===== src/verilog/ahbPkg.sv =====
// AHB side types only; addresses and data are fixed 32-bit words, Hsize is not modelled
package ahbPkg;

	localparam int addrWidth = 32;
	localparam int dataWidth = 32;

	// Byte address as seen on Haddr
	typedef logic [addrWidth-1:0] ahbAddr;

	// One full word on Hwdata or Hrdata
	typedef logic [dataWidth-1:0] ahbData;

	// Htrans encodings from the AHB specification
	typedef enum logic [1:0]
	{
		IDLE   = 2'b00,
		BUSY   = 2'b01,
		NONSEQ = 2'b10,
		SEQ    = 2'b11
	} ahbTrans;

	// Address and data history kept by the slave interface.
	// Stage 1 holds the previous cycle, stage 2 the one before that
	typedef struct packed
	{
		ahbAddr addr1;
		ahbAddr addr2;
		ahbData wdata1;
		ahbData wdata2;
		// Direction of the last accepted transfer
		logic writeReg;
	} ahbPipe;

endpackage


===== src/verilog/apbPkg.sv =====
// APB side types and the fixed three-window address map; needs ahbPkg compiled first
package apbPkg;

	// One-hot peripheral select, bit i picks peripheral i
	typedef logic [2:0] apbSel;

	typedef struct packed
	{
		ahbPkg::ahbAddr Paddr;
		ahbPkg::ahbData Pwdata;
		logic Pwrite;
		apbSel Pselx;
		logic Penable;
	} apbReq;

	typedef enum logic [2:0]
	{
		stIdle     = 3'b000,
		stWwait    = 3'b001,
		stRead     = 3'b010,
		stWrite    = 3'b011,
		stWriteP   = 3'b100,
		stRenable  = 3'b101,
		stWenable  = 3'b110,
		stWenableP = 3'b111
	} apbState;

	localparam ahbPkg::ahbAddr periph0Base = 32'h8000_0000;
	localparam ahbPkg::ahbAddr periph1Base = 32'h8400_0000;
	localparam ahbPkg::ahbAddr periph2Base = 32'h8800_0000;
	localparam ahbPkg::ahbAddr periphSpan  = 32'h0400_0000;

	// Zero when the address lies outside every window
	function automatic apbSel decodeSel(ahbPkg::ahbAddr addr);
		apbSel sel;
		sel[0] = (addr >= periph0Base) && (addr < periph0Base + periphSpan);
		sel[1] = (addr >= periph1Base) && (addr < periph1Base + periphSpan);
		sel[2] = (addr >= periph2Base) && (addr < periph2Base + periphSpan);
		return sel;
	endfunction

endpackage


===== src/verilog/ahbSlaveInterface.sv =====
// Hreadyin must be the bus HREADY (fed back from Hreadyout); transfers outside the map are ignored
`timescale 1ns/1ps

module ahbSlaveInterface
(
	input logic Hclk,
	input logic Hresetn,
	input ahbPkg::ahbAddr Haddr,
	input ahbPkg::ahbData Hwdata,
	input logic Hwrite,
	input ahbPkg::ahbTrans Htrans,
	input logic Hreadyin,
	output logic valid,
	output apbPkg::apbSel tempSelx,
	output ahbPkg::ahbPipe pipe
);

	logic activeTrans;
	logic accepted;

	// BUSY and IDLE carry no transfer
	assign activeTrans = (Htrans == ahbPkg::NONSEQ) || (Htrans == ahbPkg::SEQ);

	// The address phase completes on this edge only when the bus is ready
	assign accepted = Hreadyin && activeTrans;

	// Select is decoded from the live address phase
	assign tempSelx = apbPkg::decodeSel(Haddr);

	assign valid = accepted && (tempSelx != '0);

	// Address and data stages shift every cycle. A stalled master holds its
	// address phase, so addr2 still names the transfer accepted two edges back
	// when the controller leaves a pipelined enable phase
	always_ff @(posedge Hclk)
	begin
		if (!Hresetn)
		begin
			pipe <= '0;
		end
		else
		begin
			pipe.addr1 <= Haddr;
			pipe.addr2 <= pipe.addr1;
			pipe.wdata1 <= Hwdata;
			pipe.wdata2 <= pipe.wdata1;
			// Direction only moves with an accepted transfer
			if (valid)
				pipe.writeReg <= Hwrite;
		end
	end

	// Windows must not overlap, otherwise two peripherals answer one transfer
	assert property (@(posedge Hclk) disable iff (!Hresetn)
		valid |-> $onehot(tempSelx));

endmodule


===== src/verilog/apbFsmController.sv =====
// Needs Hreadyin tied to Hreadyout; a read behind a write also holds Hreadyout low in its enable
`timescale 1ns/1ps

module apbFsmController
(
	input logic Hclk,
	input logic Hresetn,
	input logic valid,
	input ahbPkg::ahbAddr Haddr,
	input ahbPkg::ahbData Hwdata,
	input logic Hwrite,
	input ahbPkg::ahbPipe pipe,
	input apbPkg::apbSel tempSelx,
	output apbPkg::apbReq apb,
	output logic Hreadyout
);

	apbPkg::apbState state;
	apbPkg::apbState nextState;
	apbPkg::apbReq nextApb;
	logic nextReady;

	// Request word for the first cycle of an APB transfer
	function automatic apbPkg::apbReq setupReq
	(
		ahbPkg::ahbAddr addr,
		ahbPkg::ahbData data,
		logic write,
		apbPkg::apbSel sel
	);
		return '{Paddr: addr, Pwdata: data, Pwrite: write, Pselx: sel, Penable: 1'b0};
	endfunction

	function automatic logic legalStep(apbPkg::apbState prev, apbPkg::apbState cur);
		case (cur)
			apbPkg::stIdle, apbPkg::stWwait:
				return prev inside {apbPkg::stIdle, apbPkg::stRenable, apbPkg::stWenable};
			apbPkg::stRead:
				return prev inside {apbPkg::stIdle, apbPkg::stRenable, apbPkg::stWenable,
					apbPkg::stWenableP};
			apbPkg::stWrite, apbPkg::stWriteP:
				return prev inside {apbPkg::stWwait, apbPkg::stWenableP};
			apbPkg::stRenable:
				return prev == apbPkg::stRead;
			apbPkg::stWenable:
				return prev == apbPkg::stWrite;
			default:
				return prev == apbPkg::stWriteP;
		endcase
	endfunction

	// Next state and the outputs that go with it are decoded together, so
	// every output below appears one register stage after the decision
	always_comb
	begin
		nextState = apbPkg::stIdle;
		nextApb = apb;
		nextApb.Pselx = '0;
		nextApb.Penable = 1'b0;
		nextReady = 1'b1;
		case (state)
			apbPkg::stIdle, apbPkg::stRenable, apbPkg::stWenable:
			begin
				if (valid && Hwrite)
				begin
					// Write data is not on the bus yet, let the data phase finish
					nextState = apbPkg::stWwait;
				end
				else if (valid)
				begin
					// A read goes straight out from the current address phase
					nextState = apbPkg::stRead;
					nextApb = setupReq(Haddr, apb.Pwdata, 1'b0, tempSelx);
					nextReady = 1'b0;
				end
			end
			apbPkg::stWwait:
			begin
				// Hwdata belongs to the write in addr1; a new address phase may land now
				nextState = valid ? apbPkg::stWriteP : apbPkg::stWrite;
				nextApb = setupReq(pipe.addr1, Hwdata, 1'b1, apbPkg::decodeSel(pipe.addr1));
				nextReady = 1'b0;
			end
			apbPkg::stRead:
			begin
				nextState = apbPkg::stRenable;
				nextApb.Pselx = apb.Pselx;
				nextApb.Penable = 1'b1;
			end
			apbPkg::stWrite:
			begin
				nextState = apbPkg::stWenable;
				nextApb.Pselx = apb.Pselx;
				nextApb.Penable = 1'b1;
			end
			apbPkg::stWriteP:
			begin
				nextState = apbPkg::stWenableP;
				nextApb.Pselx = apb.Pselx;
				nextApb.Penable = 1'b1;
				// A pending read must not see its data phase end before its own enable
				nextReady = pipe.writeReg;
			end
			apbPkg::stWenableP:
			begin
				if (pipe.writeReg)
				begin
					nextState = valid ? apbPkg::stWriteP : apbPkg::stWrite;
					nextApb = setupReq(pipe.addr2, Hwdata, 1'b1,
						apbPkg::decodeSel(pipe.addr2));
				end
				else
				begin
					nextState = apbPkg::stRead;
					nextApb = setupReq(pipe.addr2, apb.Pwdata, 1'b0,
						apbPkg::decodeSel(pipe.addr2));
				end
				nextReady = 1'b0;
			end
			default:
			begin
				nextState = apbPkg::stIdle;
			end
		endcase
	end

	always_ff @(posedge Hclk)
	begin
		apb.Paddr <= nextApb.Paddr;
		apb.Pwdata <= nextApb.Pwdata;
		if (!Hresetn)
		begin
			state <= apbPkg::stIdle;
			apb.Pwrite <= 1'b0;
			apb.Pselx <= '0;
			apb.Penable <= 1'b0;
			Hreadyout <= 1'b1;
		end
		else
		begin
			state <= nextState;
			apb.Pwrite <= nextApb.Pwrite;
			apb.Pselx <= nextApb.Pselx;
			apb.Penable <= nextApb.Penable;
			Hreadyout <= nextReady;
		end
	end

	// Enable only ever follows a one-cycle setup to the same peripheral
	assert property (@(posedge Hclk) disable iff (!Hresetn)
		$rose(apb.Penable) |-> ($past(apb.Pselx) != '0) && $stable(apb.Pselx));

	// Setup lasts one cycle and the request does not move into the enable phase
	assert property (@(posedge Hclk) disable iff (!Hresetn)
		(apb.Pselx != '0) && !apb.Penable |=>
			apb.Penable && $stable(apb.Paddr) && $stable(apb.Pwrite));

	assert property (@(posedge Hclk) disable iff (!Hresetn)
		legalStep($past(state), state));

endmodule


===== src/verilog/ahbApbBridgeTop.sv =====
// AHB and APB share Hclk; no Pready, no error response, word transfers only, Hreadyin = Hreadyout
`timescale 1ns/1ps

module ahbApbBridgeTop
(
	input logic Hclk,
	input logic Hresetn,
	input ahbPkg::ahbAddr Haddr,
	input ahbPkg::ahbData Hwdata,
	input logic Hwrite,
	input ahbPkg::ahbTrans Htrans,
	input logic Hreadyin,
	output logic Hreadyout,
	output ahbPkg::ahbData Hrdata,
	output apbPkg::apbReq apb,
	input ahbPkg::ahbData Prdata
);

	logic valid;
	apbPkg::apbSel tempSelx;
	ahbPkg::ahbPipe pipe;

	ahbSlaveInterface ahbSlaveInterface_i
	(
		.Hclk(Hclk),
		.Hresetn(Hresetn),
		.Haddr(Haddr),
		.Hwdata(Hwdata),
		.Hwrite(Hwrite),
		.Htrans(Htrans),
		.Hreadyin(Hreadyin),
		.valid(valid),
		.tempSelx(tempSelx),
		.pipe(pipe)
	);

	apbFsmController apbFsmController_i
	(
		.Hclk(Hclk),
		.Hresetn(Hresetn),
		.valid(valid),
		.Haddr(Haddr),
		.Hwdata(Hwdata),
		.Hwrite(Hwrite),
		.pipe(pipe),
		.tempSelx(tempSelx),
		.apb(apb),
		.Hreadyout(Hreadyout)
	);

	// Read data is valid in the enable cycle, when Hreadyout is high
	assign Hrdata = Prdata;

endmodule


===== config.mk =====
export PLATFORM = sky130hd
export DESIGN_NAME = ahbApbBridgeTop
export DESIGN_NICKNAME = d
export VERILOG_FILES = /design/src/verilog/ahbPkg.sv /design/src/verilog/apbPkg.sv /design/src/verilog/ahbSlaveInterface.sv /design/src/verilog/apbFsmController.sv /design/src/verilog/ahbApbBridgeTop.sv
export SDC_FILE = /design/constraint.sdc
export NUM_CORES = 1
export LEC_CHECK = 0
export ABC_CLOCK_PERIOD_IN_PS = 4900
export BUFFER_PORTS_ARGS = -buffer_cell sky130_fd_sc_hd__clkbuf_2
export CAP_MARGIN = 30
export CORE_AREA = 2 2 192 119
export CTS_CLUSTER_SIZE = 8
export DETAILED_ROUTE_END_ITERATION = 10
export DIE_AREA = 0 0 194 121
export PLACE_DENSITY = 0.42
export SLEW_MARGIN = 5
export SYNTH_ARGS = -nofsm -noshare
export SYNTH_HDL_FRONTEND = slang
export SYNTH_SLANG_ARGS = --single-unit

===== constraint.sdc =====
create_clock -name Hclk -period 4.9 [get_ports Hclk]
set_clock_uncertainty 0.1 [all_clocks]
set_input_delay 0.49 -clock Hclk [delete_from_list [all_inputs] [get_ports Hclk]]
set_output_delay 0.49 -clock Hclk [all_outputs]
set_load 0.02 [all_outputs]

# Word level (Yosys, flattened, before mapping)
# Index checks and enable logic that the tools add are counted.
[totals] regBits=138 latch_bits=0 mem_bits_rw=0 romBits=0 input_bits=102 out_inout_bits=102 word_cells=76 n_memories=0
[op_classes] n_addsub=0 n_mul=0 div_mod_pow=0 magnitude_cmp=18 eq_ne=12 n_shift=0 mux=13 bitwise_logic=1 reduce_logical=22
[op_table] operator="greater-or-equal comparator 32 bit, second input constant" n=9
[op_table] operator="< comparator 32 bit, second input constant" n=9
[op_table] operator="case mux 65 bit (3 select lines)" n=1
[op_table] operator="two-way mux 69 bit" n=2
[op_table] operator="two-way mux 37 bit" n=1
[op_table] operator="case mux 3 bit (6 select lines)" n=1
[op_table] operator="case mux 4 bit (4 select lines)" n=1
[op_table] operator="equality test 3 bit, second input constant" n=4
[op_table] operator="logical AND 1 bit" n=12
[op_table] operator="two-way mux 3 bit" n=3
[op_table] operator="equality test 3 x 2 -> 1 bit, second input constant" n=2
[op_table] operator="AND reduction 3 bit" n=2
[op_table] operator="nonzero test 3 bit" n=2
[op_table] operator="OR reduction 3 bit" n=2
[op_table] operator="equality test 2 bit, second input constant" n=2
[op_table] operator="!= test 2 bit, second input constant" n=2
[op_table] operator="equality test 3 x 1 -> 1 bit, second input constant" n=1
[op_table] operator="logical NOT 3 bit" n=1
[op_table] operator="case mux 1 bit (3 select lines)" n=1
[op_table] operator="two-way mux 1 bit" n=2
[op_table] operator="two-way mux 2 bit" n=1
[op_table] operator="!= test 2 x 1 -> 1 bit, second input constant" n=1
[op_table] operator="nonzero test 2 bit" n=1
[op_table] operator="OR reduction 2 bit" n=1
[op_table] operator="2 further kinds" n=2

# Depth between registers and ports, before layout
[depth] ltp_word=7 depth_mapped=6

# Hierarchy
# Synthesis repeated with hierarchy kept, for this count alone.
[hier_totals] hier_cells=567 area_unflattened_um2=7180.6
[by_module_without_submodules] module="ahbSlaveInterface" instances=1 cells_each=280 area_per_inst_um2=3512.1
[by_module_without_submodules] module="apbFsmController" instances=1 cells_each=255 area_per_inst_um2=3428.3
[by_module_without_submodules] module="ahbApbBridgeTop" instances=1 cells_each=32 area_per_inst_um2=240.2

# Worst setup path after synthesis
# OpenSTA, ideal clock, no wires.
[synth_path] path_kind="input port to flip-flop" startpoint="input Haddr[30]" endpoint="register apbFsmController_i.apb[37] (netlist name)" setup_ns=0.392 t_arrival_ns=1.963 path_slack_ns=2.445 path_stages=4 path_buffers=0 path_cell_list="nor4b_2 -> nand4_1 -> a21oi_1 -> and2_1"
[synth_between] elab_chain_len=7 elab_cells_between_ends=15 classes_between="order compare (6); eq/ne (2); reduce/logical (7)"
[synth_lines] item="start: declaration" line="ahbApbBridgeTop.sv:8" source="input ahbPkg::ahbAddr Haddr,"
[synth_lines] item="greater-or-equal comparator 32 bit (tied with other cells)" line="apbPkg.sv:36" source="sel[0] = (addr >= periph0Base) && (addr < periph0Base + periphSpan);"
[synth_lines] item="logical AND 1 bit, on equally long branches" line="apbPkg.sv:36, apbPkg.sv:37, apbPkg.sv:38"
[synth_lines] item="nonzero test 3 bit (*)" line="ahbSlaveInterface.sv:30" source="assign valid = accepted && (tempSelx != '0);"
[synth_lines] item="logical AND 1 bit (*)" line="ahbSlaveInterface.sv:30"
[synth_lines] item="logical AND 1 bit" line="apbFsmController.sv:64" source="if (valid && Hwrite)"
[synth_lines] item="!= test 2 bit (no line)"
[synth_lines] item="AND reduction 3 bit (no line) (*)"
# Mark *: on every way between the ends. The rest lies on a longest branch, timed or not.
# A chain may end at the register's enable or synchronous reset.

# Worst setup path after layout
[layout_path] startpoint="register apbFsmController_i.state[0]" endpoint="register apbFsmController_i.apb[50] (netlist name)"
[layout_between] elab_chain_len=4 elab_cells_between_ends=10 classes_between="eq/ne (6); reduce/logical (4)"
[layout_lines] item="start: declaration" line="apbFsmController.sv:18" source="apbPkg::apbState state;"
[layout_lines] item="start signal: assignment" line="apbFsmController.sv:133" source="state <= apbPkg::stIdle;"
[layout_lines] item="start signal: assignment" line="apbFsmController.sv:141" source="state <= nextState;"
[layout_lines] item="equality test 3 bit / logical NOT 3 bit (equally long branches)" line="apbFsmController.sv:61" source="case (state)"
[layout_lines] item="OR reduction 3 bit" line="apbFsmController.sv:61"
[layout_lines] item="!= test 2 x 1 -> 1 bit (no line) (tied with other cells)"
[layout_lines] item="AND reduction 3 bit (no line) (*)"
# Marks and branches as above.

==> results.json <==
{
  "crit_slowest_cell": "dfxtp_1",
  "yosys-top-cells-count": "and2_1 (98), dfxtp_1 (74), edfxtp_1 (64), nand2_1 (56), buf_4 (34)",
  "rsz0062_at_grt": "false",
  "postCtsSetupRepairBufs": 0,
  "ir_worst_vdd_mv": 0.236,
  "grt_pass1_wl_um": 20700,
  "synth_cell_types": 49,
  "synth_cells": 450,
  "critical_path_class": "reg -> reg",
  "die_w_um": 194,
  "setup_violations": 0,
  "die_h_um": 121,
  "core_area_um2": 21700,
  "relSlewSlack_pct": 59.4,
  "netlist_area_um2": 5330,
  "routedWlPerCell_um": 15.3,
  "dp_hpwl_um": 8890,
  "required_ns": 4.93,
  "gp_congestion": 0.700,
  "power_switching_uw": 1250,
  "cts_buffers": 17,
  "period_share_pct": 46.6,
  "clock_latency_ns": 0.42,
  "power_leakage_uw": 0.00284,
  "end_kind": "register",
  "grt_pass1_vias": 3698,
  "seq_power_share_pct": 41.5,
  "start_util_pct": 24.6,
  "cts_tree": "built",
  "drt_first_iter_violations": 231,
  "worstPathCellList": "nand4_1 > a21oi_1 > and2_2 > buf_16",
  "area_delta_synth_final_pct": 26.3,
  "worstPathMaxFanout": 17,
  "p_int_uw": 2660,
  "powerDensity_nw_per_um2": 580,
  "r2r_slack_ns": 2.62,
  "status": "finished, final reports clean",
  "boundaryPins": 204,
  "clk_pin_slew_ns": 0.06,
  "grt_max_degree": 52,
  "syn-num-nets": 552,
  "slowest_delay_ns": 0.71,
  "final_area_um2": 6730,
  "async_flop_share_pct": 0,
  "drc": 0,
  "cts_hold_buf": 0,
  "r2r_start": "apbFsmController_i.state[0]",
  "drive_gt1_share_pct": 31.9,
  "clkSinkCount": 138,
  "vias": 3615,
  "synth.avg_cell_area_um2": 11.8,
  "antenna_found_initial": 0,
  "crit_arrival_ns": 2.31,
  "clkPwrFrac_pct": 34.1,
  "fmax_ghz": 0.438,
  "finalHoldViolCount": 0,
  "hp-class": "in -> reg",
  "synth-seq-area-share_pct": 63.8,
  "synth_top_cell_by_area": "edfxtp_1",
  "antenna_cells": 0,
  "grt_overflow": 0,
  "io_buffers": 138,
  "p_comb_share_pct": 24.4,
  "min_from": "Haddr[22]",
  "tightest_slew_ns": 0.608,
  "cts_resized": 0,
  "ys_warn_count": 0,
  "synth.top_cell.area_share_pct": 36.1,
  "drtPass1Iterations": 4,
  "fin_nets": 660,
  "synth_edf_count": 64,
  "synthFlopType": "dfxtp_1",
  "dieArea_um2": 23500,
  "yosysMostFrequentCell": "and2_1",
  "clk_path_buf_depth": 2,
  "setup.worst_path.start": "apbFsmController_i.state[0]",
  "htree_levels": 4,
  "max_cap_violations": 0,
  "ant_nets": 0,
  "fp-row-count": 42,
  "p_sw_share_pct": 31.9,
  "placed_cell_area_um2": 6090,
  "routed_wl_um": 13100,
  "cts_root_buffer": "clkbuf_16",
  "drv_slew": 0,
  "fin_crit_ns": 2.28,
  "viasPerCell": 4.22,
  "cp-start-kind": "register",
  "synth-seq-cells": 138,
  "fin_setup_tns_ns": 0,
  "track_usage_pct": 11.7,
  "synth_area_leaders": "edfxtp_1 (36%), dfxtp_1 (28%), and2_1 (12%), buf_4 (4.8%), nand2_1 (3.9%)"
}
## cells in the final DEF, fill, tap and decap left out, types with 3 or more instances in the layout
cell       synthesis  layout
o21a_1             4       3
nand2_1           56      56
nand4_1            5       5
a22oi_1           26      26
nor2_1             5       5
a22o_1             3       3
o21ai_0            3       3
clkbuf_2           0     138
clkbuf_16          0      19
and3_1             3       3
edfxtp_1          64      64
nor2b_1            3       3
a21oi_1            3       3
dfxtp_1           74      74
buf_4             34       4
clkinv_2           0       4
and2_1            98      97
nand3_1            3       3
inv_1              7       7
## area by class of cell
class / instances / area [um^2]
Fill cell: 2249 / 14900
Sequential cell: 138 / 3400
Multi-Input combinational cell: 250 / 1560
Timing Repair Buffer: 144 / 768
Clock buffer: 22 / 507
Tap cell: 286 / 358
Clock inverter: 10 / 110
Inverter: 7 / 26.3
## layer usage
layer / GRT usage [%] / vias up / share of wire (%)
met5: 0 / - / 0
met4: 5.30 / 0 / 1.7
met3: 4.22 / 22 / 6.0
met2: 16.9 / 91 / 44
met1: 15.7 / 1753 / 48
li1: - / 1749 / -
## flip-flops by register name (all words and copies together) (netlist names)
name                          flops
apbFsmController_i.Hreadyout      1
apbFsmController_i.apb           69
ahbSlaveInterface_i.pipe         65
apbFsmController_i.state          3
## path summary, 6_finish.rpt
| kind | end | cells after the start |
|---|---|---|
| max | apbFsmController_i.apb[50] | 4 |
| min | ahbSlaveInterface_i.pipe[119] | 2 |
| max reg2reg | apbFsmController_i.apb[50] | 4 |
| min reg2reg | ahbSlaveInterface_i.pipe[80] | 1 |
## kinds of logic after synthesis
group	after synthesis	synth area share, %
xor+xnor	2	0.329
buf+inv	62	7.09
flops	138	63.8
mux	2	0.376
compound gates	57	8.45
simple gates	189	19.9
## through the flow
step	power (uW)	setup WS (ns)	cells	utilization, %	hold WS, ns
after global placement	2560	2.19	823	28.0	0.338
after CTS	3940	2.48	856	31.0	0.167
after floorplan	2250	2.45	450	-	0.331
after detailed placement	2590	2.18	824	28.1	0.342
after global routing	4100	2.47	857	31.1	0.179
final	3900	2.62	857	31.1	0.185
## worst max-delay path, delay by kind of cell (launching register included)
family                 cells  cell delay, ns
and+or+nand+nor            2            0.74
AOI/OAI and AO/OA          1            0.20
buffers and inverters      1            0.23
DFF                        1            0.71
## power by group through the flow
stage / Sequential (uW) / Combinational [uW] / Clock [uW]
floorplan: 1860 / 392 / 0
global placement: 1640 / 914 / 0
detailed placement: 1650 / 940 / 0
CTS: 1630 / 943 / 1370
global route: 1650 / 1040 / 1420
finish: 1620 / 951 / 1330
No activity file was read; power rests on OpenSTA's default activity.
